===== src/logic/fp_add_pkg.sv =====
package fp_add_pkg;

  // ====================
  // Single-precision format
  // ====================

  localparam int WORD_W = 32;
  localparam int EXP_W  = 8;
  localparam int FRAC_W = 23;
  // Fraction plus hidden bit
  localparam int MANT_W = FRAC_W + 1;
  // Aligned mantissa keeps a full mantissa of bits below the lsb
  localparam int EXT_W  = 2 * MANT_W;
  // One carry bit above the aligned operands
  localparam int SUM_W  = EXT_W + 1;
  localparam int LZC_W  = 6;
  // Working exponent, signed so that cancellation can go below zero
  localparam int SEXP_W = EXP_W + 2;

  localparam logic [EXP_W-1:0]  EXP_MAX   = '1;
  localparam logic [WORD_W-1:0] CANON_NAN = 32'h7fc0_0000;

  // Rounding modes, unknown codes are handled as RNE
  typedef enum logic [2:0] {
    RNE = 3'd0,
    RTZ = 3'd1,
    RDN = 3'd2,
    RUP = 3'd3,
    RMM = 3'd4
  } rm_e;

  // Exception flags, dz is never raised by an adder
  typedef struct packed {
    logic nv;
    logic dz;
    logic of;
    logic uf;
    logic nx;
  } fp_flags_t;

endpackage

===== src/logic/fp_add_top.sv =====
`timescale 1ns/1ps

module fp_add_top (
  input  logic                          i_clk,
  input  logic                          i_rst,
  input  logic                          i_valid,
  input  logic [fp_add_pkg::WORD_W-1:0] i_operand_a,
  input  logic [fp_add_pkg::WORD_W-1:0] i_operand_b,
  input  logic                          i_is_subtract,
  input  fp_add_pkg::rm_e               i_rounding_mode,
  output logic                          o_ready,
  output logic                          o_valid,
  output logic [fp_add_pkg::WORD_W-1:0] o_result,
  output fp_add_pkg::fp_flags_t         o_flags
);

  // ====================
  // Sequencer
  // ====================

  logic       load;
  logic [6:1] stage_en;

  fp_add_ctrl ctrl_i (
    .i_clk      (i_clk),
    .i_rst      (i_rst),
    .i_valid    (i_valid),
    .o_ready    (o_ready),
    .o_load     (load),
    .o_stage_en (stage_en),
    .o_valid    (o_valid)
  );

  // ====================
  // Datapath
  // ====================

  // Unpack outputs, several held for the whole operation
  logic [fp_add_pkg::MANT_W-1:0] mant_large, mant_small;
  logic [fp_add_pkg::EXP_W-1:0]  exp_large, shift_amt;
  logic                          eff_sub, sign_large, sign_small;
  fp_add_pkg::rm_e               rm;
  logic                          is_special, special_invalid;
  logic [fp_add_pkg::WORD_W-1:0] special_result;

  fp_unpack unpack_i (
    .i_clk             (i_clk),
    .i_rst             (i_rst),
    .i_load            (load),
    .i_en              (stage_en[1]),
    .i_operand_a       (i_operand_a),
    .i_operand_b       (i_operand_b),
    .i_is_subtract     (i_is_subtract),
    .i_rounding_mode   (i_rounding_mode),
    .o_mant_large      (mant_large),
    .o_mant_small      (mant_small),
    .o_exp_large       (exp_large),
    .o_shift_amt       (shift_amt),
    .o_eff_sub         (eff_sub),
    .o_sign_large      (sign_large),
    .o_sign_small      (sign_small),
    .o_rm              (rm),
    .o_is_special      (is_special),
    .o_special_result  (special_result),
    .o_special_invalid (special_invalid)
  );

  logic [fp_add_pkg::EXT_W-1:0] op_large, op_small;
  logic                         align_sticky;

  fp_align align_i (
    .i_clk        (i_clk),
    .i_rst        (i_rst),
    .i_en         (stage_en[2]),
    .i_mant_large (mant_large),
    .i_mant_small (mant_small),
    .i_shift_amt  (shift_amt),
    .o_op_large   (op_large),
    .o_op_small   (op_small),
    .o_sticky     (align_sticky)
  );

  logic        [fp_add_pkg::SUM_W-1:0]  sum;
  logic        [fp_add_pkg::LZC_W-1:0]  lzc;
  logic                                 sum_zero;
  logic signed [fp_add_pkg::SEXP_W-1:0] sum_exp;

  fp_sum_lzc sum_lzc_i (
    .i_clk       (i_clk),
    .i_rst       (i_rst),
    .i_en        (stage_en[3]),
    .i_op_large  (op_large),
    .i_op_small  (op_small),
    .i_eff_sub   (eff_sub),
    .i_exp_large (exp_large),
    .o_sum       (sum),
    .o_lzc       (lzc),
    .o_sum_zero  (sum_zero),
    .o_exp       (sum_exp)
  );

  logic        [fp_add_pkg::SUM_W-1:0]  norm_sum;
  logic signed [fp_add_pkg::SEXP_W-1:0] norm_exp;
  logic                                 ovf_guard;

  fp_normalize normalize_i (
    .i_clk       (i_clk),
    .i_rst       (i_rst),
    .i_en        (stage_en[4]),
    .i_sum       (sum),
    .i_lzc       (lzc),
    .i_sum_zero  (sum_zero),
    .i_exp       (sum_exp),
    .o_norm_sum  (norm_sum),
    .o_norm_exp  (norm_exp),
    .o_ovf_guard (ovf_guard)
  );

  fp_round round_i (
    .i_clk             (i_clk),
    .i_rst             (i_rst),
    .i_en_decide       (stage_en[5]),
    .i_en_output       (stage_en[6]),
    .i_norm_sum        (norm_sum),
    .i_norm_exp        (norm_exp),
    .i_ovf_guard       (ovf_guard),
    .i_align_sticky    (align_sticky),
    .i_sum_zero        (sum_zero),
    .i_sign_large      (sign_large),
    .i_sign_small      (sign_small),
    .i_rm              (rm),
    .i_is_special      (is_special),
    .i_special_result  (special_result),
    .i_special_invalid (special_invalid),
    .o_result          (o_result),
    .o_flags           (o_flags)
  );

endmodule


===== src/logic/fp_round.sv =====
`timescale 1ns/1ps

module fp_round (
  input  logic                                 i_clk,
  input  logic                                 i_rst,
  input  logic                                 i_en_decide,
  input  logic                                 i_en_output,
  input  logic        [fp_add_pkg::SUM_W-1:0]  i_norm_sum,
  input  logic signed [fp_add_pkg::SEXP_W-1:0] i_norm_exp,
  input  logic                                 i_ovf_guard,
  input  logic                                 i_align_sticky,
  input  logic                                 i_sum_zero,
  input  logic                                 i_sign_large,
  input  logic                                 i_sign_small,
  input  fp_add_pkg::rm_e                      i_rm,
  input  logic                                 i_is_special,
  input  logic        [fp_add_pkg::WORD_W-1:0] i_special_result,
  input  logic                                 i_special_invalid,
  output logic        [fp_add_pkg::WORD_W-1:0] o_result,
  output fp_add_pkg::fp_flags_t                o_flags
);

  // ====================
  // Stage 5 decision
  // ====================

  // Mantissa is bits EXT_W-1 down, guard and round just below it
  localparam int LSB = fp_add_pkg::EXT_W - fp_add_pkg::MANT_W;

  logic [fp_add_pkg::MANT_W-1:0] mant;
  logic guard, rnd, sticky, lsb, dropped, round_up;

  assign mant    = i_norm_sum[fp_add_pkg::EXT_W-1:LSB];
  assign guard   = i_norm_sum[LSB-1];
  assign rnd     = i_norm_sum[LSB-2];
  assign sticky  = (|i_norm_sum[LSB-3:0]) | i_ovf_guard | i_align_sticky;
  assign lsb     = mant[0];
  assign dropped = guard | rnd | sticky;

  // Result sign is always the sign of the larger operand
  always_comb begin
    case (i_rm)
      fp_add_pkg::RTZ: round_up = 1'b0;
      fp_add_pkg::RDN: round_up = i_sign_large & dropped;
      fp_add_pkg::RUP: round_up = ~i_sign_large & dropped;
      fp_add_pkg::RMM: round_up = guard;
      default:         round_up = guard & (rnd | sticky | lsb);
    endcase
  end

  logic [fp_add_pkg::MANT_W-1:0]  mant_s6;
  logic signed [fp_add_pkg::SEXP_W-1:0] exp_s6;
  logic round_up_s6, inexact_s6;

  always_ff @(posedge i_clk) begin
    if (i_en_decide) begin
      mant_s6 <= mant;
      exp_s6  <= i_norm_exp;
    end
  end

  always_ff @(posedge i_clk) begin
    if (i_rst) begin
      round_up_s6 <= 1'b0;
      inexact_s6  <= 1'b0;
    end else if (i_en_decide) begin
      round_up_s6 <= round_up;
      inexact_s6  <= dropped;
    end
  end

  // ====================
  // Stage 6 apply
  // ====================

  logic [fp_add_pkg::MANT_W:0]          rounded;
  logic signed [fp_add_pkg::SEXP_W-1:0] adj_exp;
  logic [fp_add_pkg::FRAC_W-1:0]        frac;

  assign rounded = {1'b0, mant_s6} + {{fp_add_pkg::MANT_W{1'b0}}, round_up_s6};

  // Rounding all ones up leaves a zero fraction and carries into the exponent
  assign frac = rounded[fp_add_pkg::FRAC_W-1:0];

  always_comb begin
    if (rounded[fp_add_pkg::MANT_W]) begin
      adj_exp = exp_s6 + fp_add_pkg::SEXP_W'(1);
    end else begin
      adj_exp = exp_s6;
    end
  end

  logic overflow, underflow, zero_sign, to_max;

  assign overflow  = adj_exp >=
                     $signed({{(fp_add_pkg::SEXP_W - fp_add_pkg::EXP_W){1'b0}},
                              fp_add_pkg::EXP_MAX});
  // No subnormal outputs, these flush
  assign underflow = adj_exp[fp_add_pkg::SEXP_W-1] | (adj_exp == '0);
  // Exact zero of unlike signs is +0, -0 under RDN
  assign zero_sign = (i_sign_large == i_sign_small) ? i_sign_large : (i_rm == fp_add_pkg::RDN);
  // Modes that round toward zero on overflow
  assign to_max    = (i_rm == fp_add_pkg::RTZ) |
                     ((i_rm == fp_add_pkg::RDN) & ~i_sign_large) |
                     ((i_rm == fp_add_pkg::RUP) & i_sign_large);

  logic [fp_add_pkg::WORD_W-1:0] result;
  fp_add_pkg::fp_flags_t         flags;

  always_comb begin
    flags = '0;
    if (i_is_special) begin
      result   = i_special_result;
      flags.nv = i_special_invalid;
    end else if (i_sum_zero & ~i_align_sticky) begin
      result = {zero_sign, {(fp_add_pkg::WORD_W-1){1'b0}}};
    end else if (overflow) begin
      flags.of = 1'b1;
      flags.nx = 1'b1;
      if (to_max) begin
        result = {i_sign_large, fp_add_pkg::EXP_MAX[fp_add_pkg::EXP_W-1:1], 1'b0,
                  {fp_add_pkg::FRAC_W{1'b1}}};
      end else begin
        result = {i_sign_large, fp_add_pkg::EXP_MAX, {fp_add_pkg::FRAC_W{1'b0}}};
      end
    end else if (underflow) begin
      flags.uf = 1'b1;
      flags.nx = 1'b1;
      result   = {i_sign_large, {(fp_add_pkg::WORD_W-1){1'b0}}};
    end else begin
      flags.nx = inexact_s6;
      result   = {i_sign_large, adj_exp[fp_add_pkg::EXP_W-1:0], frac};
    end
  end

  // Output holds until the next operation finishes
  always_ff @(posedge i_clk) begin
    if (i_rst) begin
      o_result <= '0;
      o_flags  <= '0;
    end else if (i_en_output) begin
      o_result <= result;
      o_flags  <= flags;
    end
  end

endmodule


===== src/logic/fp_normalize.sv =====
`timescale 1ns/1ps

module fp_normalize (
  input  logic                                 i_clk,
  input  logic                                 i_rst,
  input  logic                                 i_en,
  input  logic        [fp_add_pkg::SUM_W-1:0]  i_sum,
  input  logic        [fp_add_pkg::LZC_W-1:0]  i_lzc,
  input  logic                                 i_sum_zero,
  input  logic signed [fp_add_pkg::SEXP_W-1:0] i_exp,
  output logic        [fp_add_pkg::SUM_W-1:0]  o_norm_sum,
  output logic signed [fp_add_pkg::SEXP_W-1:0] o_norm_exp,
  output logic                                 o_ovf_guard
);

  // Target is the leading one at bit EXT_W-1, one below the carry
  logic carry;
  logic [fp_add_pkg::LZC_W-1:0] norm_shift;

  assign carry      = i_sum[fp_add_pkg::SUM_W-1];
  assign norm_shift = (i_lzc > fp_add_pkg::LZC_W'(1)) ? i_lzc - fp_add_pkg::LZC_W'(1) : '0;

  logic        [fp_add_pkg::SUM_W-1:0]  norm_sum;
  logic signed [fp_add_pkg::SEXP_W-1:0] norm_exp;

  always_comb begin
    if (i_sum_zero) begin
      norm_sum = '0;
      norm_exp = '0;
    end else if (carry) begin
      // Carry out of a like-signed add
      norm_sum = i_sum >> 1;
      norm_exp = i_exp + fp_add_pkg::SEXP_W'(1);
    end else begin
      // Cancellation, zero shift when already in place
      norm_sum = i_sum << norm_shift;
      norm_exp = i_exp -
                 $signed({{(fp_add_pkg::SEXP_W - fp_add_pkg::LZC_W){1'b0}}, norm_shift});
    end
  end

  always_ff @(posedge i_clk) begin
    if (i_en) begin
      o_norm_sum <= norm_sum;
      o_norm_exp <= norm_exp;
    end
  end

  // Bit lost by the right shift, feeds sticky later
  always_ff @(posedge i_clk) begin
    if (i_rst) begin
      o_ovf_guard <= 1'b0;
    end else if (i_en) begin
      o_ovf_guard <= carry & i_sum[0];
    end
  end

endmodule


===== src/logic/fp_sum_lzc.sv =====
`timescale 1ns/1ps

module fp_sum_lzc (
  input  logic                                i_clk,
  input  logic                                i_rst,
  input  logic                                i_en,
  input  logic        [fp_add_pkg::EXT_W-1:0] i_op_large,
  input  logic        [fp_add_pkg::EXT_W-1:0] i_op_small,
  input  logic                                i_eff_sub,
  input  logic        [fp_add_pkg::EXP_W-1:0] i_exp_large,
  output logic        [fp_add_pkg::SUM_W-1:0] o_sum,
  output logic        [fp_add_pkg::LZC_W-1:0] o_lzc,
  output logic                                o_sum_zero,
  output logic signed [fp_add_pkg::SEXP_W-1:0] o_exp
);

  // Large is never below small in magnitude, no borrow out
  logic [fp_add_pkg::SUM_W-1:0] sum;

  assign sum = i_eff_sub ? {1'b0, i_op_large} - {1'b0, i_op_small}
                         : {1'b0, i_op_large} + {1'b0, i_op_small};

  // Priority scan, the highest set bit is the last to write
  logic [fp_add_pkg::LZC_W-1:0] lzc;

  always_comb begin
    lzc = '0;
    for (int i = 0; i < fp_add_pkg::SUM_W; i++) begin
      if (sum[i]) begin
        lzc = fp_add_pkg::LZC_W'(fp_add_pkg::SUM_W - 1 - i);
      end
    end
  end

  always_ff @(posedge i_clk) begin
    if (i_en) begin
      o_sum <= sum;
      o_lzc <= lzc;
      // Widen so normalization can step below zero
      o_exp <= $signed({{(fp_add_pkg::SEXP_W - fp_add_pkg::EXP_W){1'b0}}, i_exp_large});
    end
  end

  always_ff @(posedge i_clk) begin
    if (i_rst) begin
      o_sum_zero <= 1'b0;
    end else if (i_en) begin
      o_sum_zero <= (sum == '0);
    end
  end

endmodule


===== src/logic/fp_align.sv =====
`timescale 1ns/1ps

module fp_align (
  input  logic                          i_clk,
  input  logic                          i_rst,
  input  logic                          i_en,
  input  logic [fp_add_pkg::MANT_W-1:0] i_mant_large,
  input  logic [fp_add_pkg::MANT_W-1:0] i_mant_small,
  input  logic [fp_add_pkg::EXP_W-1:0]  i_shift_amt,
  output logic [fp_add_pkg::EXT_W-1:0]  o_op_large,
  output logic [fp_add_pkg::EXT_W-1:0]  o_op_small,
  output logic                          o_sticky
);

  // Mantissas sit in the top half, room below for shifted-out bits
  logic [fp_add_pkg::EXT_W-1:0] ext_large, ext_small;

  assign ext_large = {i_mant_large, {(fp_add_pkg::EXT_W - fp_add_pkg::MANT_W){1'b0}}};
  assign ext_small = {i_mant_small, {(fp_add_pkg::EXT_W - fp_add_pkg::MANT_W){1'b0}}};

  // Past EXT_W everything is gone anyway
  logic [fp_add_pkg::EXP_W-1:0] shift_sat;

  assign shift_sat = (i_shift_amt > fp_add_pkg::EXP_W'(fp_add_pkg::EXT_W)) ?
                     fp_add_pkg::EXP_W'(fp_add_pkg::EXT_W) : i_shift_amt;

  // Barrel shift plus a mask of the bits that fall off the end
  logic [fp_add_pkg::EXT_W-1:0] shifted, lost_mask;

  assign shifted   = ext_small >> shift_sat;
  assign lost_mask = ~({fp_add_pkg::EXT_W{1'b1}} << shift_sat);

  always_ff @(posedge i_clk) begin
    if (i_en) begin
      o_op_large <= ext_large;
      o_op_small <= shifted;
    end
  end

  // Held until the next operation, read again in rounding
  always_ff @(posedge i_clk) begin
    if (i_rst) begin
      o_sticky <= 1'b0;
    end else if (i_en) begin
      o_sticky <= |(ext_small & lost_mask);
    end
  end

endmodule


===== src/logic/fp_unpack.sv =====
`timescale 1ns/1ps

module fp_unpack (
  input  logic                            i_clk,
  input  logic                            i_rst,
  input  logic                            i_load,
  input  logic                            i_en,
  input  logic [fp_add_pkg::WORD_W-1:0]   i_operand_a,
  input  logic [fp_add_pkg::WORD_W-1:0]   i_operand_b,
  input  logic                            i_is_subtract,
  input  fp_add_pkg::rm_e                 i_rounding_mode,
  output logic [fp_add_pkg::MANT_W-1:0]   o_mant_large,
  output logic [fp_add_pkg::MANT_W-1:0]   o_mant_small,
  output logic [fp_add_pkg::EXP_W-1:0]    o_exp_large,
  output logic [fp_add_pkg::EXP_W-1:0]    o_shift_amt,
  output logic                            o_eff_sub,
  output logic                            o_sign_large,
  output logic                            o_sign_small,
  output fp_add_pkg::rm_e                 o_rm,
  output logic                            o_is_special,
  output logic [fp_add_pkg::WORD_W-1:0]   o_special_result,
  output logic                            o_special_invalid
);

  // ====================
  // Operand capture
  // ====================

  // b is stored with its effective sign, FSUB flips it here
  logic [fp_add_pkg::WORD_W-1:0] op_a;
  logic [fp_add_pkg::WORD_W-1:0] op_b;

  always_ff @(posedge i_clk) begin
    if (i_load) begin
      op_a <= i_operand_a;
      op_b <= {i_operand_b[fp_add_pkg::WORD_W-1] ^ i_is_subtract,
               i_operand_b[fp_add_pkg::WORD_W-2:0]};
    end
  end

  // Rounding mode stays put until the next load
  always_ff @(posedge i_clk) begin
    if (i_rst) begin
      o_rm <= fp_add_pkg::RNE;
    end else if (i_load) begin
      o_rm <= i_rounding_mode;
    end
  end

  // ====================
  // Field decode
  // ====================

  logic                          sign_a, sign_b;
  logic [fp_add_pkg::EXP_W-1:0]  exp_a, exp_b;
  logic [fp_add_pkg::FRAC_W-1:0] frac_a, frac_b;

  assign {sign_a, exp_a, frac_a} = op_a;
  assign {sign_b, exp_b, frac_b} = op_b;

  logic zero_exp_a, zero_exp_b, zero_frac_a, zero_frac_b;
  logic max_exp_a, max_exp_b;

  assign zero_exp_a  = (exp_a == '0);
  assign zero_exp_b  = (exp_b == '0);
  assign zero_frac_a = (frac_a == '0);
  assign zero_frac_b = (frac_b == '0);
  assign max_exp_a   = (exp_a == fp_add_pkg::EXP_MAX);
  assign max_exp_b   = (exp_b == fp_add_pkg::EXP_MAX);

  logic inf_a, inf_b, nan_a, nan_b, snan_a, snan_b;

  assign inf_a  = max_exp_a & zero_frac_a;
  assign inf_b  = max_exp_b & zero_frac_b;
  assign nan_a  = max_exp_a & ~zero_frac_a;
  assign nan_b  = max_exp_b & ~zero_frac_b;
  // Quiet bit clear means signalling
  assign snan_a = nan_a & ~frac_a[fp_add_pkg::FRAC_W-1];
  assign snan_b = nan_b & ~frac_b[fp_add_pkg::FRAC_W-1];

  // Subnormals run with exponent one and no hidden bit
  logic [fp_add_pkg::EXP_W-1:0]  exp_adj_a, exp_adj_b;
  logic [fp_add_pkg::MANT_W-1:0] mant_a, mant_b;

  assign exp_adj_a = (zero_exp_a & ~zero_frac_a) ? fp_add_pkg::EXP_W'(1) : exp_a;
  assign exp_adj_b = (zero_exp_b & ~zero_frac_b) ? fp_add_pkg::EXP_W'(1) : exp_b;
  assign mant_a    = {~zero_exp_a, frac_a};
  assign mant_b    = {~zero_exp_b, frac_b};

  // ====================
  // Special results
  // ====================

  logic                          is_special;
  logic [fp_add_pkg::WORD_W-1:0] special_result;
  logic                          special_invalid;

  always_comb begin
    is_special      = 1'b1;
    special_result  = fp_add_pkg::CANON_NAN;
    special_invalid = 1'b0;
    if (nan_a | nan_b) begin
      // Any NaN in gives the canonical NaN, only sNaN is invalid
      special_invalid = snan_a | snan_b;
    end else if (inf_a & inf_b & (sign_a != sign_b)) begin
      // inf - inf
      special_invalid = 1'b1;
    end else if (inf_a) begin
      special_result = {sign_a, fp_add_pkg::EXP_MAX, {fp_add_pkg::FRAC_W{1'b0}}};
    end else if (inf_b) begin
      special_result = {sign_b, fp_add_pkg::EXP_MAX, {fp_add_pkg::FRAC_W{1'b0}}};
    end else begin
      is_special = 1'b0;
    end
  end

  // ====================
  // Magnitude order
  // ====================

  // Exponent first, mantissa breaks a tie
  logic swap;

  assign swap = (exp_adj_b > exp_adj_a) | ((exp_adj_b == exp_adj_a) & (mant_b > mant_a));

  always_ff @(posedge i_clk) begin
    if (i_en) begin
      o_mant_large <= swap ? mant_b : mant_a;
      o_mant_small <= swap ? mant_a : mant_b;
      o_exp_large  <= swap ? exp_adj_b : exp_adj_a;
      o_shift_amt  <= swap ? exp_adj_b - exp_adj_a : exp_adj_a - exp_adj_b;
      o_sign_large <= swap ? sign_b : sign_a;
      o_sign_small <= swap ? sign_a : sign_b;
      o_eff_sub    <= sign_a ^ sign_b;
      o_special_result <= special_result;
    end
  end

  always_ff @(posedge i_clk) begin
    if (i_rst) begin
      o_is_special      <= 1'b0;
      o_special_invalid <= 1'b0;
    end else if (i_en) begin
      o_is_special      <= is_special;
      o_special_invalid <= special_invalid;
    end
  end

endmodule


===== src/logic/fp_add_ctrl.sv =====
`timescale 1ns/1ps

module fp_add_ctrl (
  input  logic       i_clk,
  input  logic       i_rst,
  input  logic       i_valid,
  output logic       o_ready,
  output logic       o_load,
  output logic [6:1] o_stage_en,
  output logic       o_valid
);

  // One state per stage register, no pipelining
  typedef enum logic [2:0] {
    IDLE   = 3'd0,
    STAGE1 = 3'd1,
    STAGE2 = 3'd2,
    STAGE3 = 3'd3,
    STAGE4 = 3'd4,
    STAGE5 = 3'd5,
    STAGE6 = 3'd6,
    STAGE7 = 3'd7
  } state_e;

  state_e state;
  state_e next_state;

  // Only accept while idle, i_valid is ignored otherwise
  assign o_ready = (state == IDLE);
  assign o_load  = o_ready & i_valid;

  always_comb begin
    case (state)
      IDLE:    next_state = o_load ? STAGE1 : IDLE;
      STAGE1:  next_state = STAGE2;
      STAGE2:  next_state = STAGE3;
      STAGE3:  next_state = STAGE4;
      STAGE4:  next_state = STAGE5;
      STAGE5:  next_state = STAGE6;
      STAGE6:  next_state = STAGE7;
      default: next_state = IDLE;
    endcase
  end

  // One-hot enable, bit k loads the stage-k register
  always_comb begin
    o_stage_en = '0;
    case (state)
      STAGE1:  o_stage_en[1] = 1'b1;
      STAGE2:  o_stage_en[2] = 1'b1;
      STAGE3:  o_stage_en[3] = 1'b1;
      STAGE4:  o_stage_en[4] = 1'b1;
      STAGE5:  o_stage_en[5] = 1'b1;
      STAGE6:  o_stage_en[6] = 1'b1;
      default: o_stage_en = '0;
    endcase
  end

  always_ff @(posedge i_clk) begin
    if (i_rst) begin
      state   <= IDLE;
      o_valid <= 1'b0;
    end else begin
      state   <= next_state;
      // Result register was loaded in STAGE6, pulse one cycle later
      o_valid <= (state == STAGE7);
    end
  end

endmodule


===== config.mk =====
export PLATFORM = sky130hd
export DESIGN_NAME = fp_add_top
export DESIGN_NICKNAME = d
export VERILOG_FILES = /design/src/logic/fp_add_pkg.sv /design/src/logic/fp_add_top.sv /design/src/logic/fp_round.sv /design/src/logic/fp_normalize.sv /design/src/logic/fp_sum_lzc.sv /design/src/logic/fp_align.sv /design/src/logic/fp_unpack.sv /design/src/logic/fp_add_ctrl.sv
export SDC_FILE = /design/constraint.sdc
export NUM_CORES = 1
export LEC_CHECK = 0
export BUFFER_PORTS_ARGS = -buffer_cell sky130_fd_sc_hd__buf_4
export CAP_MARGIN = 15
export CORE_MARGIN = 2
export CORE_UTILIZATION = 63
export DETAILED_ROUTE_END_ITERATION = 10
export HOLD_SLACK_MARGIN = 0.15
export PLACE_DENSITY = 0.77
export SYNTH_ARGS = -nofsm -noshare
export SYNTH_HDL_FRONTEND = slang
export SYNTH_SLANG_ARGS = --single-unit
export TNS_END_PERCENT = 10

===== constraint.sdc =====
create_clock -name i_clk -period 7.26 [get_ports i_clk]
set_clock_uncertainty 0.05 [all_clocks]
set_input_delay 1.089 -clock i_clk [delete_from_list [all_inputs] [get_ports i_clk]]
set_output_delay 1.089 -clock i_clk [all_outputs]
set_load 0.05 [all_outputs]

==> results_dict.tcl <==
set metrics [dict create \
    crit_family "compound AO/OA/AOI/OAI gates" \
    grt_max_degree 75 \
    htreeDepth 2 \
    holdCritStartpoint "unpack_i.o_mant_large[7]" \
    diodes 0 \
    endpoint_kind "register" \
    max_stage_delay_ps 890 \
    hold_viol 0 \
    p_per_area_nw_per_um2 235.7 \
    seq_area_frac_synth 0.4561 \
    final.setup.worst_slack_ps 2268 \
    via_per_inst 6.574 \
    p_leak_uw 0.01106 \
    port_buffers 108 \
    antenna_left 0 \
    cts-root-buf "clkbuf_16" \
    first_pass_iters 9 \
    synth_ff_type "edfxtp_1" \
    yosysMostFrequentCell "edfxtp_1" \
    rr_startpoint "unpack_i.o_shift_amt[1]" \
    cts_buffer_depth 3 \
    cts.repair.resized 0 \
    grt-ovfl-total 0 \
    yosys_register_bits 410 \
    ff2ff_setup_slack_ps 2270 \
    ys_types 88 \
    core_um2 40740 \
    clock-sinks 410 \
    period_minus_slack_ps 4992 \
    maxSlewViolCount 0 \
    critPathSlowestCell "o21ai_0" \
    ys_top_cells_by_count "edfxtp_1 (360), nor2_1 (244), mux2i_1 (233), nand2_1 (195), a21oi_1 (137)" \
    place_area_um2 27020 \
    worstPathMaxFanout 20 \
    status "finished clean" \
    fin_area_um2 28570 \
    worst_slew_pin_slew_ps 1138 \
    grt_use_total 0.3302 \
    synthTopCellsByArea "edfxtp_1 (42%), mux2i_1 (9.0%), ha_1 (4.9%)" \
    dp_slack_ps 1956 \
    numCtsBuffers 44 \
    routedWlPerCell_um 22.41 \
    setup_tns_ps 0 \
    worst-path-buf-inv 2 \
    gp_congestion 0.9859 \
    synth_warnings 0 \
    hp-class "register to register" \
    grt_pass1_wl_mm 108.9 \
    syn_nets 2761 \
    pin_count 110 \
    max_freq_mhz 200.3 \
    path_common_cell "mux2i_1" \
    worstSetupPathType "register to register" \
    start_kind "register" \
    dp_hpwl_mm 53.36 \
    antenna_found_initial 0 \
    slew-limit-headroom 0.2216 \
    setup_viol 0 \
    postCtsSetupBuffers 0 \
    synth_edf_count 360 \
    grt_pass1_vias 19854 \
    netlist_area_um2 25900 \
    cp.required_ps 7670 \
    syn_area_per_cell_um2 10.02 \
    rows 74 \
    clkTransAtPathRegs_ps 60 \
    rsz0062_at_grt "false" \
    synth_top_area_cell "edfxtp_1" \
    synth_top_area_share 0.4174 \
    drive_gt1_frac 0.1077 \
    start_util 0.6357 \
    startpoint "unpack_i.o_shift_amt[1]" \
    hold_depth 0 \
    drt-initial-drc-count 2094 \
    cp.depth 10 \
    cp.arrival_ps 5400 \
    die_w_um 206.8 \
    r2r_cells 10 \
    crit_chain "or4_1, a311oi_1, buf_2, and2_1, buf_16, mux2i_1, o21ai_0, mux2i_1, mux2i_1, a22o_1" \
    num_vias 20834 \
    cap_violations 0 \
    die-area_um2 42750 \
    cts_tree "done" \
    fp.dieH_um 206.8 \
    wirelength_mm 71.02 \
    fin_nets 2780 \
    ys_async_sr_fraction 0 \
    drc 0 \
    syn2layout_area_growth_pct 10.33 \
    synthCells 2585 \
    cts_hold_buf 0 \
    fin_crit_sh 0.6876 \
    ir_drop_mv 0.2238 \
    clk_latency_ps 590 \
]
==> sequential cells by signal, summed over array words and instances (netlist names), 32 cells and up <==
register	cells
normalize_i.o_norm_sum	48
unpack_i.op_b	32
unpack_i.op_a	32
sum_lzc_i.o_sum	49
align_i.o_op_small	48
round_i.o_result	32
==> metal layers <==
layer	part of all wire	track usage
met1	0.39	0.4071
met2	0.49	0.5678
met3	0.062	0.03689
met4	0.057	0.1844
met5	0	0
==> report_power, final <==
group	internal, uW	switching [uW]	total (uW)
sequential	2780	156	2940
clock	1420	931	2350
combinational	534	917	1450
==> cells in the final DEF, fill, tap and decap left out, drive strengths merged, types with 11 or more instances in the layout <==
cell | synthesis | routed
edfxtp | 360 | 360
a31oi | 27 | 27
o211ai | 16 | 16
nand3 | 55 | 55
and3 | 23 | 23
o31ai | 25 | 25
or2 | 13 | 13
clkbuf | 135 | 58
nor3b | 11 | 11
mux2 | 38 | 38
nor2b | 31 | 31
nand4 | 39 | 39
o21ai | 123 | 123
inv | 123 | 126
and2 | 22 | 22
nand2 | 195 | 195
nor2 | 244 | 244
a22o | 37 | 37
nor3 | 81 | 81
o41ai | 13 | 13
xor2 | 40 | 40
xnor2 | 53 | 53
a22oi | 12 | 12
a211oi | 24 | 24
nand2b | 22 | 22
mux2i | 233 | 233
ha | 101 | 101
buf | 30 | 138
nor4 | 37 | 37
or3 | 13 | 13
a21oi | 137 | 137
a221oi | 23 | 23
dfxtp | 50 | 50
a21o | 29 | 29
or4 | 17 | 17
clkinv | 2 | 13
==> cell families after synthesis <==
group	Yosys count	synth area share
and+or+nand+nor	826	0.1547
AOI/OAI and AO/OA	585	0.1536
xor gates and xnor gates	93	0.03145
other	1	0.0001448
muxes	274	0.1092
adders and majority gates	106	0.05228
DFF	410	0.4561
buffers and inverters	290	0.04261
==> final cells by class <==
type                    instances  area, um2
multi-input cells            1885      13040
inverters                     125      469.2
flip-flops and latches        410      11810
clock inverters                21      287.8
fillers                      3017      12170
repair buffers                138       1064
clock buffers                  58       1235
well taps                     532      665.6
==> worst paths after layout <==
| path | endpoint |
|---|---|
| max | align_i.o_op_small[17] |
| min | align_i.o_op_large[31] |
| max reg2reg | align_i.o_op_small[17] |
| min reg2reg | align_i.o_op_large[31] |
==> metrics by stage <==
stage | instances | utilization | hold slack, ps | power, uW
6_report | 3169 | 0.7014 | 361.9 | 6736
3_5_place_dp | 3088 | 0.6632 | 354.5 | 4391
2_1_floorplan | 2585 | - | 350.3 | 3968
5_1_grt | 3169 | 0.7014 | 374.0 | 6993
3_3_place_gp | 3087 | 0.6631 | 352.4 | 4356
4_1_cts | 3167 | 0.7006 | 364.3 | 6723
Note: power is estimated with default switching activity, not from simulation.
